## src/logic/hp_pkg.sv

```systemverilog
package hp_pkg;

    //////////////////////////////////////////////////
    // tlp format/type codes (fmt[1:0], type[4:0])
    //////////////////////////////////////////////////
    localparam logic [6:0] MEM_WR32_FMT_TYPE = 7'b10_00000;   // 3dw header, with data
    localparam logic [6:0] MEM_WR64_FMT_TYPE = 7'b11_00000;   // 4dw header, with data

    // dword offsets inside bar 2
    localparam logic [5:0] REG_HP_ADDR_1   = 6'b100000;
    localparam logic [5:0] REG_HP_ADDR_2   = 6'b100010;
    localparam logic [5:0] REG_HP_UNLOCK_1 = 6'b101000;
    localparam logic [5:0] REG_HP_UNLOCK_2 = 6'b101001;
    localparam logic [5:0] REG_CPL_ADDR    = 6'b101100;

    localparam int         HP_BAR         = 2;
    localparam logic [4:0] MAX_REQ_QWORDS = 5'd16;            // largest read request
    localparam logic [63:0] QWORD_BYTES   = 64'd8;

    // decoder states, one-hot
    localparam logic [4:0] ST_IDLE = 5'b00001;
    localparam logic [4:0] ST_H3   = 5'b00010;                // 3dw, waiting on addr/data beat
    localparam logic [4:0] ST_D3   = 5'b00100;                // 3dw, second data dword
    localparam logic [4:0] ST_H4   = 5'b01000;                // 4dw, waiting on address beat
    localparam logic [4:0] ST_D4   = 5'b10000;                // 4dw, data beat

    // drain states
    localparam logic [1:0] DR_WAIT  = 2'd0;
    localparam logic [1:0] DR_CHECK = 2'd1;
    localparam logic [1:0] DR_REQ   = 2'd2;
    localparam logic [1:0] DR_CPL   = 2'd3;

    // second beat of a memory write, seen through either header format
    typedef union packed {
        struct packed {
            logic [31:0] addr_dw;
            logic [31:0] data_dw;
        } hdr3;
        struct packed {
            logic [31:0] addr_hi;
            logic [31:0] addr_lo;
        } hdr4;
    } tlp_beat_u;

    typedef enum logic [2:0] {
        SEL_NONE,
        SEL_HP_ADDR_1,
        SEL_HP_ADDR_2,
        SEL_HP_UNLOCK_1,
        SEL_HP_UNLOCK_2,
        SEL_CPL_ADDR
    } reg_sel_e;

endpackage

```

## src/logic/hp_reg_bank.sv

```systemverilog
`timescale 1ns/100ps

module hp_reg_bank
    import hp_pkg::*;
(
    input  logic        trn_clk,
    input  logic        reset,
    input  logic        wr_en_i,
    input  reg_sel_e    wr_sel_i,
    input  logic [63:0] wr_data_i,
    input  logic [1:0]  page_free_i,
    output logic [63:0] hp_addr_1_o,
    output logic [63:0] hp_addr_2_o,
    output logic [63:0] cpl_addr_o,
    output logic [31:0] hp_qwords_1_o,
    output logic [31:0] hp_qwords_2_o,
    output logic [1:0]  page_ready_o
);

    logic [63:0] swapped;
    logic [1:0]  unlock;

    // host data is little endian inside each dword
    function automatic logic [31:0] swap_dw(input logic [31:0] d);
        return {d[7:0], d[15:8], d[23:16], d[31:24]};
    endfunction

    assign swapped = {swap_dw(wr_data_i[63:32]), swap_dw(wr_data_i[31:0])};

    assign unlock[0] = wr_en_i && (wr_sel_i == SEL_HP_UNLOCK_1);
    assign unlock[1] = wr_en_i && (wr_sel_i == SEL_HP_UNLOCK_2);

    //////////////////////////////////////////////////
    // page ready flags
    //////////////////////////////////////////////////
    always_ff @(posedge trn_clk) begin
        if (reset) begin
            page_ready_o <= 2'b00;
        end else begin
            for (int i = 0; i < 2; i++) begin
                if (unlock[i]) begin
                    page_ready_o[i] <= 1'b1;     // unlock wins over free
                end else if (page_free_i[i]) begin
                    page_ready_o[i] <= 1'b0;
                end
            end
        end
    end

    // register values
    always_ff @(posedge trn_clk) begin
        if (wr_en_i) begin
            case (wr_sel_i)
                SEL_HP_ADDR_1:   hp_addr_1_o   <= swapped;
                SEL_HP_ADDR_2:   hp_addr_2_o   <= swapped;
                SEL_HP_UNLOCK_1: hp_qwords_1_o <= swapped[31:0];
                SEL_HP_UNLOCK_2: hp_qwords_2_o <= swapped[31:0];
                SEL_CPL_ADDR:    cpl_addr_o    <= swapped;
                default: begin
                end
            endcase
        end
    end

    // the drain side only frees a page it saw ready
    a_free_of_ready: assert property (@(posedge trn_clk) disable iff (reset)
        (page_free_i & ~page_ready_o) == 2'b00);

endmodule

```

## src/logic/hp_tx_top.sv

```systemverilog
`timescale 1ns/100ps

module hp_tx_top
    import hp_pkg::*;
(
    input  logic        trn_clk,
    input  logic        reset,
    input  logic [63:0] trn_rd_i,
    input  logic        trn_rsof_n_i,
    input  logic        trn_reof_n_i,
    input  logic        trn_rsrc_rdy_n_i,
    input  logic        trn_rdst_rdy_n_i,
    input  logic [6:0]  trn_rbar_hit_n_i,
    input  logic        rd_req_ready_i,
    input  logic        cpl_ready_i,
    output logic        rd_req_valid_o,
    output logic [63:0] rd_req_addr_o,
    output logic [4:0]  rd_req_qwords_o,
    output logic        cpl_valid_o,
    output logic [63:0] cpl_addr_o,
    output logic        cpl_page_o
);

    logic        wr_en;
    reg_sel_e    wr_sel;
    logic [63:0] wr_data;
    logic [63:0] hp_addr_1;
    logic [63:0] hp_addr_2;
    logic [63:0] cpl_addr;
    logic [31:0] hp_qwords_1;
    logic [31:0] hp_qwords_2;
    logic [1:0]  page_ready;
    logic [1:0]  page_free;
    logic        load;
    logic [31:0] total;
    logic        step;
    logic [4:0]  chunk;
    logic        last;
    logic        empty;

    //////////////////////////////////////////////////
    // register path
    //////////////////////////////////////////////////
    tlp_wr_decoder tlp_wr_decoder_i (
        .trn_clk          (trn_clk),
        .reset            (reset),
        .trn_rd_i         (trn_rd_i),
        .trn_rsof_n_i     (trn_rsof_n_i),
        .trn_reof_n_i     (trn_reof_n_i),
        .trn_rsrc_rdy_n_i (trn_rsrc_rdy_n_i),
        .trn_rdst_rdy_n_i (trn_rdst_rdy_n_i),
        .trn_rbar_hit_n_i (trn_rbar_hit_n_i),
        .wr_en_o          (wr_en),
        .wr_sel_o         (wr_sel),
        .wr_data_o        (wr_data)
    );

    hp_reg_bank hp_reg_bank_i (
        .trn_clk       (trn_clk),
        .reset         (reset),
        .wr_en_i       (wr_en),
        .wr_sel_i      (wr_sel),
        .wr_data_i     (wr_data),
        .page_free_i   (page_free),
        .hp_addr_1_o   (hp_addr_1),
        .hp_addr_2_o   (hp_addr_2),
        .cpl_addr_o    (cpl_addr),
        .hp_qwords_1_o (hp_qwords_1),
        .hp_qwords_2_o (hp_qwords_2),
        .page_ready_o  (page_ready)
    );

    //////////////////////////////////////////////////
    // drain path
    //////////////////////////////////////////////////
    qword_counter qword_counter_i (
        .trn_clk (trn_clk),
        .reset   (reset),
        .load_i  (load),
        .total_i (total),
        .step_i  (step),
        .chunk_o (chunk),
        .last_o  (last),
        .empty_o (empty)
    );

    page_drain_fsm page_drain_fsm_i (
        .trn_clk         (trn_clk),
        .reset           (reset),
        .page_ready_i    (page_ready),
        .hp_addr_1_i     (hp_addr_1),
        .hp_addr_2_i     (hp_addr_2),
        .cpl_addr_i      (cpl_addr),
        .hp_qwords_1_i   (hp_qwords_1),
        .hp_qwords_2_i   (hp_qwords_2),
        .chunk_i         (chunk),
        .last_i          (last),
        .empty_i         (empty),
        .rd_req_ready_i  (rd_req_ready_i),
        .cpl_ready_i     (cpl_ready_i),
        .load_o          (load),
        .total_o         (total),
        .step_o          (step),
        .rd_req_valid_o  (rd_req_valid_o),
        .rd_req_addr_o   (rd_req_addr_o),
        .rd_req_qwords_o (rd_req_qwords_o),
        .page_free_o     (page_free),
        .cpl_valid_o     (cpl_valid_o),
        .cpl_addr_o      (cpl_addr_o),
        .cpl_page_o      (cpl_page_o)
    );

endmodule

```

## src/logic/page_drain_fsm.sv

```systemverilog
`timescale 1ns/100ps

module page_drain_fsm
    import hp_pkg::*;
(
    input  logic        trn_clk,
    input  logic        reset,
    input  logic [1:0]  page_ready_i,
    input  logic [63:0] hp_addr_1_i,
    input  logic [63:0] hp_addr_2_i,
    input  logic [63:0] cpl_addr_i,
    input  logic [31:0] hp_qwords_1_i,
    input  logic [31:0] hp_qwords_2_i,
    input  logic [4:0]  chunk_i,
    input  logic        last_i,
    input  logic        empty_i,
    input  logic        rd_req_ready_i,
    input  logic        cpl_ready_i,
    output logic        load_o,
    output logic [31:0] total_o,
    output logic        step_o,
    output logic        rd_req_valid_o,
    output logic [63:0] rd_req_addr_o,
    output logic [4:0]  rd_req_qwords_o,
    output logic [1:0]  page_free_o,
    output logic        cpl_valid_o,
    output logic [63:0] cpl_addr_o,
    output logic        cpl_page_o
);

    logic [1:0] state;
    logic       cur;                    // 0 = page 1, 1 = page 2
    logic       cpl_done;
    logic       enter_cpl;

    assign load_o    = (state == DR_WAIT) && page_ready_i[cur];
    assign total_o   = cur ? hp_qwords_2_i : hp_qwords_1_i;
    assign step_o    = (state == DR_REQ) && rd_req_ready_i;     // request accepted
    assign cpl_done  = (state == DR_CPL) && cpl_ready_i;
    assign enter_cpl = ((state == DR_CHECK) && empty_i) || (step_o && last_i);

    assign page_free_o = {cpl_done && cur, cpl_done && !cur};
    assign cpl_page_o  = cur;

    //////////////////////////////////////////////////
    // drain control
    //////////////////////////////////////////////////
    always_ff @(posedge trn_clk) begin
        if (reset) begin
            state          <= DR_WAIT;
            cur            <= 1'b0;
            rd_req_valid_o <= 1'b0;
            cpl_valid_o    <= 1'b0;
        end else begin
            case (state)
                DR_WAIT: begin
                    if (load_o) begin
                        state <= DR_CHECK;       // counter settles first
                    end
                end
                DR_CHECK: begin
                    if (empty_i) begin
                        cpl_valid_o <= 1'b1;
                        state       <= DR_CPL;
                    end else begin
                        rd_req_valid_o <= 1'b1;
                        state          <= DR_REQ;
                    end
                end
                DR_REQ: begin
                    if (step_o) begin
                        rd_req_valid_o <= 1'b0;
                        if (last_i) begin
                            cpl_valid_o <= 1'b1;
                            state       <= DR_CPL;
                        end else begin
                            state <= DR_CHECK;
                        end
                    end
                end
                DR_CPL: begin
                    if (cpl_done) begin
                        cpl_valid_o <= 1'b0;
                        cur         <= !cur;     // strict alternation
                        state       <= DR_WAIT;
                    end
                end
                default: begin
                    state <= DR_WAIT;
                end
            endcase
        end
    end

    // request and notice payload
    always_ff @(posedge trn_clk) begin
        if (state == DR_WAIT) begin
            rd_req_addr_o <= cur ? hp_addr_2_i : hp_addr_1_i;
        end else if (step_o) begin
            rd_req_addr_o <= rd_req_addr_o + 64'(rd_req_qwords_o) * QWORD_BYTES;
        end
        if (state == DR_CHECK) begin
            rd_req_qwords_o <= chunk_i;
        end
        if (enter_cpl) begin
            cpl_addr_o <= cpl_addr_i;
        end
    end

    a_req_hold: assert property (@(posedge trn_clk) disable iff (reset)
        rd_req_valid_o && !rd_req_ready_i |=>
            rd_req_valid_o && $stable(rd_req_addr_o) && $stable(rd_req_qwords_o));

endmodule

```

## src/logic/qword_counter.sv

```systemverilog
`timescale 1ns/100ps

module qword_counter
    import hp_pkg::*;
(
    input  logic        trn_clk,
    input  logic        reset,
    input  logic        load_i,
    input  logic [31:0] total_i,
    input  logic        step_i,
    output logic [4:0]  chunk_o,
    output logic        last_o,
    output logic        empty_o
);

    logic [31:0] remaining;             // qwords not yet requested

    always_ff @(posedge trn_clk) begin
        if (reset) begin
            remaining <= '0;
        end else if (load_i) begin
            remaining <= total_i;
        end else if (step_i) begin
            remaining <= remaining - 32'(chunk_o);
        end
    end

    assign chunk_o = (remaining >= 32'(MAX_REQ_QWORDS)) ? MAX_REQ_QWORDS : remaining[4:0];
    assign empty_o = (remaining == '0);
    assign last_o  = !empty_o && (remaining <= 32'(MAX_REQ_QWORDS));

endmodule

```

## src/logic/tlp_wr_decoder.sv

```systemverilog
`timescale 1ns/100ps

module tlp_wr_decoder
    import hp_pkg::*;
(
    input  logic        trn_clk,
    input  logic        reset,
    input  logic [63:0] trn_rd_i,
    input  logic        trn_rsof_n_i,
    input  logic        trn_reof_n_i,
    input  logic        trn_rsrc_rdy_n_i,
    input  logic        trn_rdst_rdy_n_i,
    input  logic [6:0]  trn_rbar_hit_n_i,
    output logic        wr_en_o,
    output reg_sel_e    wr_sel_o,
    output logic [63:0] wr_data_o
);

    logic [4:0]  state;
    logic        beat_ok;
    tlp_beat_u   beat;
    logic [5:0]  offset;
    reg_sel_e    beat_sel;
    reg_sel_e    sel_q;                     // register picked by the address beat
    logic [31:0] first_dw_q;                // 3dw path, first data dword
    logic        beat_unlock;
    logic        sel_q_unlock;

    assign beat_ok = !trn_rsrc_rdy_n_i && !trn_rdst_rdy_n_i;   // both sides ready
    assign beat    = trn_rd_i;

    // register offset sits in a different dword for each header format
    assign offset = (state == ST_H3) ? beat.hdr3.addr_dw[7:2] : beat.hdr4.addr_lo[7:2];

    always_comb begin
        case (offset)
            REG_HP_ADDR_1:   beat_sel = SEL_HP_ADDR_1;
            REG_HP_ADDR_2:   beat_sel = SEL_HP_ADDR_2;
            REG_HP_UNLOCK_1: beat_sel = SEL_HP_UNLOCK_1;
            REG_HP_UNLOCK_2: beat_sel = SEL_HP_UNLOCK_2;
            REG_CPL_ADDR:    beat_sel = SEL_CPL_ADDR;
            default:         beat_sel = SEL_NONE;
        endcase
    end

    assign beat_unlock  = (beat_sel == SEL_HP_UNLOCK_1) || (beat_sel == SEL_HP_UNLOCK_2);
    assign sel_q_unlock = (sel_q == SEL_HP_UNLOCK_1) || (sel_q == SEL_HP_UNLOCK_2);

    //////////////////////////////////////////////////
    // tlp parser
    //////////////////////////////////////////////////
    always_ff @(posedge trn_clk) begin
        if (reset) begin
            state   <= ST_IDLE;
            wr_en_o <= 1'b0;
        end else begin
            wr_en_o <= 1'b0;                // single cycle strobe
            case (state)
                ST_IDLE: begin
                    if (beat_ok && !trn_rsof_n_i && trn_reof_n_i
                            && !trn_rbar_hit_n_i[HP_BAR]) begin
                        if (trn_rd_i[62:56] == MEM_WR32_FMT_TYPE) begin
                            state <= ST_H3;
                        end else if (trn_rd_i[62:56] == MEM_WR64_FMT_TYPE) begin
                            state <= ST_H4;
                        end
                    end
                end
                ST_H3: begin
                    if (beat_ok) begin
                        if (beat_sel == SEL_NONE) begin
                            state <= ST_IDLE;       // not one of ours
                        end else if (beat_unlock) begin
                            wr_en_o <= 1'b1;         // single dword, done here
                            state   <= ST_IDLE;
                        end else if (!trn_reof_n_i) begin
                            state <= ST_IDLE;       // 64-bit register, short write
                        end else begin
                            state <= ST_D3;
                        end
                    end
                end
                ST_D3: begin
                    if (beat_ok) begin
                        wr_en_o <= 1'b1;
                        state   <= ST_IDLE;
                    end
                end
                ST_H4: begin
                    if (beat_ok) begin
                        if (beat_sel == SEL_NONE || !trn_reof_n_i) begin
                            state <= ST_IDLE;
                        end else begin
                            state <= ST_D4;
                        end
                    end
                end
                ST_D4: begin
                    if (beat_ok) begin
                        wr_en_o <= 1'b1;
                        state   <= ST_IDLE;
                    end
                end
                default: begin
                    state <= ST_IDLE;
                end
            endcase
        end
    end

    // strobe payload, valid only with wr_en_o
    always_ff @(posedge trn_clk) begin
        if (beat_ok) begin
            case (state)
                ST_H3: begin
                    sel_q      <= beat_sel;
                    first_dw_q <= beat.hdr3.data_dw;
                    wr_sel_o   <= beat_sel;
                    wr_data_o  <= {32'h0, beat.hdr3.data_dw};   // size for an unlock
                end
                ST_H4: begin
                    sel_q <= beat_sel;
                end
                ST_D3: begin
                    wr_sel_o  <= sel_q;
                    wr_data_o <= {trn_rd_i[63:32], first_dw_q};
                end
                ST_D4: begin
                    wr_sel_o <= sel_q;
                    if (sel_q_unlock) begin
                        wr_data_o <= {32'h0, trn_rd_i[63:32]};
                    end else begin
                        wr_data_o <= {trn_rd_i[31:0], trn_rd_i[63:32]};
                    end
                end
                default: begin
                end
            endcase
        end
    end

    a_state_onehot: assert property (@(posedge trn_clk) disable iff (reset)
        $onehot(state));

endmodule

```

## config.mk

```make
export PLATFORM = sky130hd
export DESIGN_NAME = hp_tx_top
export DESIGN_NICKNAME = d
export VERILOG_FILES = /design/src/logic/hp_pkg.sv /design/src/logic/hp_reg_bank.sv /design/src/logic/hp_tx_top.sv /design/src/logic/page_drain_fsm.sv /design/src/logic/qword_counter.sv /design/src/logic/tlp_wr_decoder.sv
export SDC_FILE = /design/constraint.sdc
export NUM_CORES = 1
export LEC_CHECK = 0
export BUFFER_PORTS_ARGS = -buffer_cell sky130_fd_sc_hd__buf_2
export CAP_MARGIN = 20
export CORE_UTILIZATION = 60
export CTS_BUF_LIST = sky130_fd_sc_hd__clkbuf_16
export DETAILED_ROUTE_END_ITERATION = 6
export PLACE_DENSITY = 0.9
export SYNTH_ARGS = -nofsm -noshare
export SYNTH_HDL_FRONTEND = slang
export SYNTH_HIERARCHICAL = 1
export SYNTH_SLANG_ARGS = --single-unit
```

## constraint.sdc

```tcl
create_clock -name trn_clk -period 12.9 [get_ports trn_clk]
set_clock_uncertainty 0.15 [all_clocks]
set_input_delay 1.935 -clock trn_clk [delete_from_list [all_inputs] [get_ports trn_clk]]
set_output_delay 1.935 -clock trn_clk [all_outputs]
set_load 0.03 [all_outputs]
```

After elaboration in Yosys (flattened, before gate mapping):

Cells that the tools add are included.

* add/subtract/negate cells: 2
* $mul: 0
* div/mod/pow operators: 0
* $lt $le $gt $ge: 3
* equality and inequality tests: 35
* shift-type cells: 0
* multiplexer cells: 48
* bitwise gates (word level): 0
* reduce and logical (&&, ||, !) cells: 52

Operators with widths (number)
* 2-to-1 mux 64 bit: 4
* case mux 64 bit (3 select lines): 1
* 2-to-1 mux 32 bit: 3
* adder 64 x 8 -> 64 bit: 1
* 2-to-1 mux 5 bit: 10
* greater-or-equal comparator 32 x 5 -> 1 bit (second input constant): 1
* less-or-equal comparator 32 x 5 -> 1 bit (second input constant): 1
* logical NOT 32 bit: 1
* subtractor 32 x 5 -> 32 bit: 1
* equality test 6 bit (second input constant): 5
* case mux 5 bit (4 select lines): 1
* AND reduction 2 bit: 10
* 2-to-1 mux 1 bit: 17
* inequality test 2 x 1 -> 1 bit (second input constant): 8
* case mux 3 bit (5 select lines): 1
* equality test 7 bit (second input constant): 2
* logical AND 1 bit: 14
* equality test 3 x 2 -> 1 bit (second input constant): 4
* equality test 3 bit (second input constant): 4
* nonzero test 2 bit: 6
* AND reduction 5 bit: 2
* 2-to-1 mux 2 bit: 4
* case mux 2 bit (4 select lines): 1
* logical NOT 1 bit: 7
* 22 further kinds: 31

* register bits after elaboration: 536
* latch bits: 0
* RAM bits: 0
* memory bits (read-only): 0
* input bits: 79
* output and inout bits: 136
* logic and storage cells: 161
* memories kept: 0

Depth between registers and ports, before layout:

* word-level depth: 10
* mapped depth: 12
* depth with buffers taken out: 11

Modules after synthesis:

Netlist, hierarchy kept.

Modules (own cells, without submodules)
* hp_reg_bank: instances 1, cells each 269, area an instance 7816.2 um2, seq. area each 7727.4 um2
* page_drain_fsm: instances 1, cells each 671, area an instance 7581.0 um2, seq. area each 4093.9 um2
* tlp_wr_decoder: instances 1, cells each 351, area an instance 4689.5 um2, seq. area each 3183.1 um2
* qword_counter: instances 1, cells each 250, area an instance 2084.5 um2, seq. area each 640.6 um2

Worst setup path after synthesis:

Ideal clock, no wire load.

* path kind: input to register
* start point: in trn_rdst_rdy_n_i
* end point: reg tlp_wr_decoder_i.wr_data_o[0] (enable)
* arrival: 5.395 ns
* data required time: 12.243 ns
* setup slack: 6.848 ns
* cell stages on the path: 2
* path buffers: 0
* path through: or2_2 > a21oi_1

* word-level cells in the longest chain between the ends: 3

RTL lines
* from (decl): line hp_tx_top.sv:12 `input logic trn_rdst_rdy_n_i,`
* logical NOT 1 bit: line tlp_wr_decoder.sv:29 `assign beat_ok = !trn_rsrc_rdy_n_i && !trn_rdst_rdy_n_i;`
* logical AND 1 bit: line tlp_wr_decoder.sv:29
* AND reduction 2 bit (no line)
* to (signal assigned): line tlp_wr_decoder.sv:119 `wr_data_o <= {32'h0, beat.hdr3.data_dw};`
* to (signal assigned): line tlp_wr_decoder.sv:126 `wr_data_o <= {trn_rd_i[63:32], first_dw_q};`
* to (signal assigned): line tlp_wr_decoder.sv:131 `wr_data_o <= {32'h0, trn_rd_i[63:32]};`
* to (decl): line tlp_wr_decoder.sv:16 `output logic [63:0] wr_data_o`

No other way between the ends.
A chain may end at the register's enable or synchronous reset.

Worst setup path after layout:

* start point: reg page_drain_fsm_i.cur (netlist: page_drain_fsm_i/cpl_page_o)
* end point: out cpl_page_o

RTL lines
* from (decl): line page_drain_fsm.sv:32 `logic cur;`
* from (signal assigned): line page_drain_fsm.sv:84 `cur <= !cur;`
* to (decl): line hp_tx_top.sv:21 `output logic cpl_page_o`

No word-level cell between the ends.

==> metrics.cfg <==
[worst_setup_path]
crit_family = flip-flops
cp.depth = 1
cpPeakStageDelay_ps = 950
r2r-end = page_drain_fsm_i/cpl_addr_o[58]
cp-start-kind = flip-flop
crit_required_ps = 10810
reg2reg_depth = 5
end_kind = output pin
path_max_fanout = 70
worst-path-buf-inv = 1
crit_path_end = cpl_page_o
reg2reg_setup_slack_ps = 9420
cp_slowest_cell = dfxtp_4
reg2reg_from = qword_counter_i/remaining[24]
setup.worst_path.start = page_drain_fsm_i/cpl_page_o
critPathKind = flip-flop to output pin
arrival_ps = 1940
path_cells = buf_2

[grt]
grt_usage_pct = 30.16
grt-ovfl-total = 0
grt_pass1_vias = 14210
grt_max_degree = 82
grt_pass1_wl_um = 85250
antenna_found_initial = 5

[floorplanning]
core_mm2 = 0.03652
rows = 70
initial_core_util_pct = 60.71
die-area_mm2 = 0.03773
die_w_um = 194.2
ios = 215
die_height_um = 194.2

[drt]
drc = 0
ant_nets = 0
dr.first_iter.drc_count = 1965
vias = 15030
wl_um = 57410
wl_per_cell_um = 25.54
viasPerCell = 6.685
drt_pass1_iterations = 6

[sta]
hold_viol_final = 0
min_period_ps = 4025
worst_pin_slew_ps = 1049
slew_violations = 0
max_freq_mhz = 248.4
fin_tns_setup_ps = 0
rsz0062_at_grt = false
worst_slack_ps = 8875
holdWs_ps = 264.8
setup_viol = 0
relSlewSlack_pct = 30.01
finalCritPeriodShare_pct = 31.20

[finish]
final_cell_area_mm2 = 0.02535
finalNetCount = 1822
final_common_cell = edfxtp_1
fin_cells = 2248
post-route-util_pct = 69.40
final_cell_mix = 491 x edfxtp_1, 208 x buf_2, 111 x nand2_1, 72 x nor2_1, 68 x a211oi_1
drive_gt1_share_pct = 21.53
syn2layout_area_growth_pct = 14.33

[clock_network]
clk_pin_slew_ps = 60
insertion_delay_ps = 590
clk_path_buf_depth = 3
clock-sinks = 536
h-tree-depth = 2
post_cts_buffers = 0
cts_buffers = 51
clockRootBuffer = clkbuf_16
post_cts_resized = 0
cts_tree = yes
ctsHoldBuffers = 0

[synthesis]
synth_cells = 1541
yosysSeqAreaShare_pct = 70.56
synth_fa_ha_area_share_pct = 0.4289
synth_flop_cell = edfxtp_1
syn_nets = 1627
synth_cell_type_count = 86
synth.ff_latch_count = 536
ys_async_sr_fraction_pct = 0
synth_edf_count = 491
syn_area_per_cell_um2 = 14.39
synth-xor-area-share_pct = 1.580
synthMuxAreaShare_pct = 2.793
synth_warnings = 6
netlist_area_mm2 = 0.02217
synth-simple-area-share_pct = 11.59
synth_compound_area_share_pct = 10.98
synth_top_family_by_area = simple AND/OR/NAND/NOR gates

[pwr]
ir_drop_v = 0.0001033
p_leak_nw = 8.689
total_power_mw = 3.451
power.density_mw_per_mm2 = 136.1

[place]
placedCellCount = 2151
io_buffer_count = 208
gp_congestion = 0.9065
dp_hpwl_um = 36580
preCtsSetupSlack_ps = 8614
postPlaceCellArea_mm2 = 0.02361

[worst_hold_path]
hold_path_class = flip-flop to flip-flop

[run]
cap_viol_max_count = 0

[run_status]
status = finished clean

[cell usage after synthesis (all sizes together), types with 7 or more instances]
cell,count,area (um^2)
edfxtp,491,14740
nand2,112,420.4
nor2,74,277.8
a211oi,68,510.5
nor2b,57,356.6
clkbuf,52,196.4
dfxtp,45,900.9
a21oi,41,205.2
a31oi,38,237.7
mux2,37,416.7
or4,36,279.0
a22oi,34,255.2
a22o,33,289.0
buf,32,176.4
o21ai,32,163.9
nand3,31,155.2
o31ai,28,215.2
xnor2,26,227.7
nand4,23,156.4
or3,23,150.1
inv,22,82.58
mux2i,18,180.2
nor4,18,170.2
nor3,14,80.08
o211ai,14,105.1
xor2,14,122.6
and2,12,77.58
a311oi,11,102.6
and3,9,56.30
nor3b,9,67.56
and4,7,61.31
o22ai,7,43.79
[cell families (layout without fill, tap and decap cells)]
group,after synthesis,count (layout)
adders and majority gates,7,7
and+or+nand+nor,456,456
DFF,536,536
buffers and inverters,106,344
AOI/OAI and AO/OA,339,339
xor gates and xnor gates,40,40
muxes,56,56
other,1,2
[power by group]
group          internal, mW  total [mW]  switching [mW]
registers              1.87        1.87         0.00102
logic                0.0168      0.0458          0.0290
clock network         0.887        1.53           0.647
[sequential cells by signal, indices dropped and copies added, names as in the netlist, 2 cells and up]
register,flops
hp_reg_bank_i/cpl_addr_o,64
hp_reg_bank_i/hp_addr_1_o,64
hp_reg_bank_i/hp_addr_2_o,64
page_drain_fsm_i/cpl_addr_o,64
page_drain_fsm_i/rd_req_addr_o,64
tlp_wr_decoder_i/wr_data_o,64
hp_reg_bank_i/hp_qwords_1_o,32
hp_reg_bank_i/hp_qwords_2_o,32
qword_counter_i/remaining,32
tlp_wr_decoder_i/first_dw_q,32
page_drain_fsm_i/rd_req_qwords_o,5
tlp_wr_decoder_i/state,5
tlp_wr_decoder_i/sel_q,3
tlp_wr_decoder_i/wr_sel_o,3
hp_reg_bank_i/page_ready_o,2
page_drain_fsm_i/state,2
[metal layers]
metal	global-route usage, %	vias up	part of all wire (%)
met5	0	-	0.13
met4	12.26	10	3.9
met3	7.984	140	13
met2	46.74	1076	46
met1	40.88	7313	37
li1	-	6490	-
[final cells by class]
type,instances,area (um^2)
Sequential cell,536,15650
Fill cell,2233,11170
Multi-Input combinational cell,899,6113
Timing Repair Buffer,226,1180
Clock buffer,51,1276
Tap cell,468,585.6
Inverter,22,82.58
Antenna cell,1,2.502
Clock inverter,45,459.2
[how the worst min path moves through the flow]
stage                                  from                               to  slack [ps]  cells past startpoint
3_3_place_gp   hp_reg_bank_i/cpl_addr_o[33]  page_drain_fsm_i/cpl_addr_o[33]         250                      0
6_report        hp_reg_bank_i/cpl_addr_o[8]   page_drain_fsm_i/cpl_addr_o[8]         260                      0
2_1_floorplan   hp_reg_bank_i/cpl_addr_o[0]   page_drain_fsm_i/cpl_addr_o[0]         250                      0
3_5_place_dp   hp_reg_bank_i/cpl_addr_o[32]  page_drain_fsm_i/cpl_addr_o[32]         250                      0
5_1_grt        hp_reg_bank_i/cpl_addr_o[24]  page_drain_fsm_i/cpl_addr_o[24]         270                      0
4_1_cts        hp_reg_bank_i/cpl_addr_o[24]  page_drain_fsm_i/cpl_addr_o[24]         270                      0
Note: power is estimated with default switching activity, not from simulation.
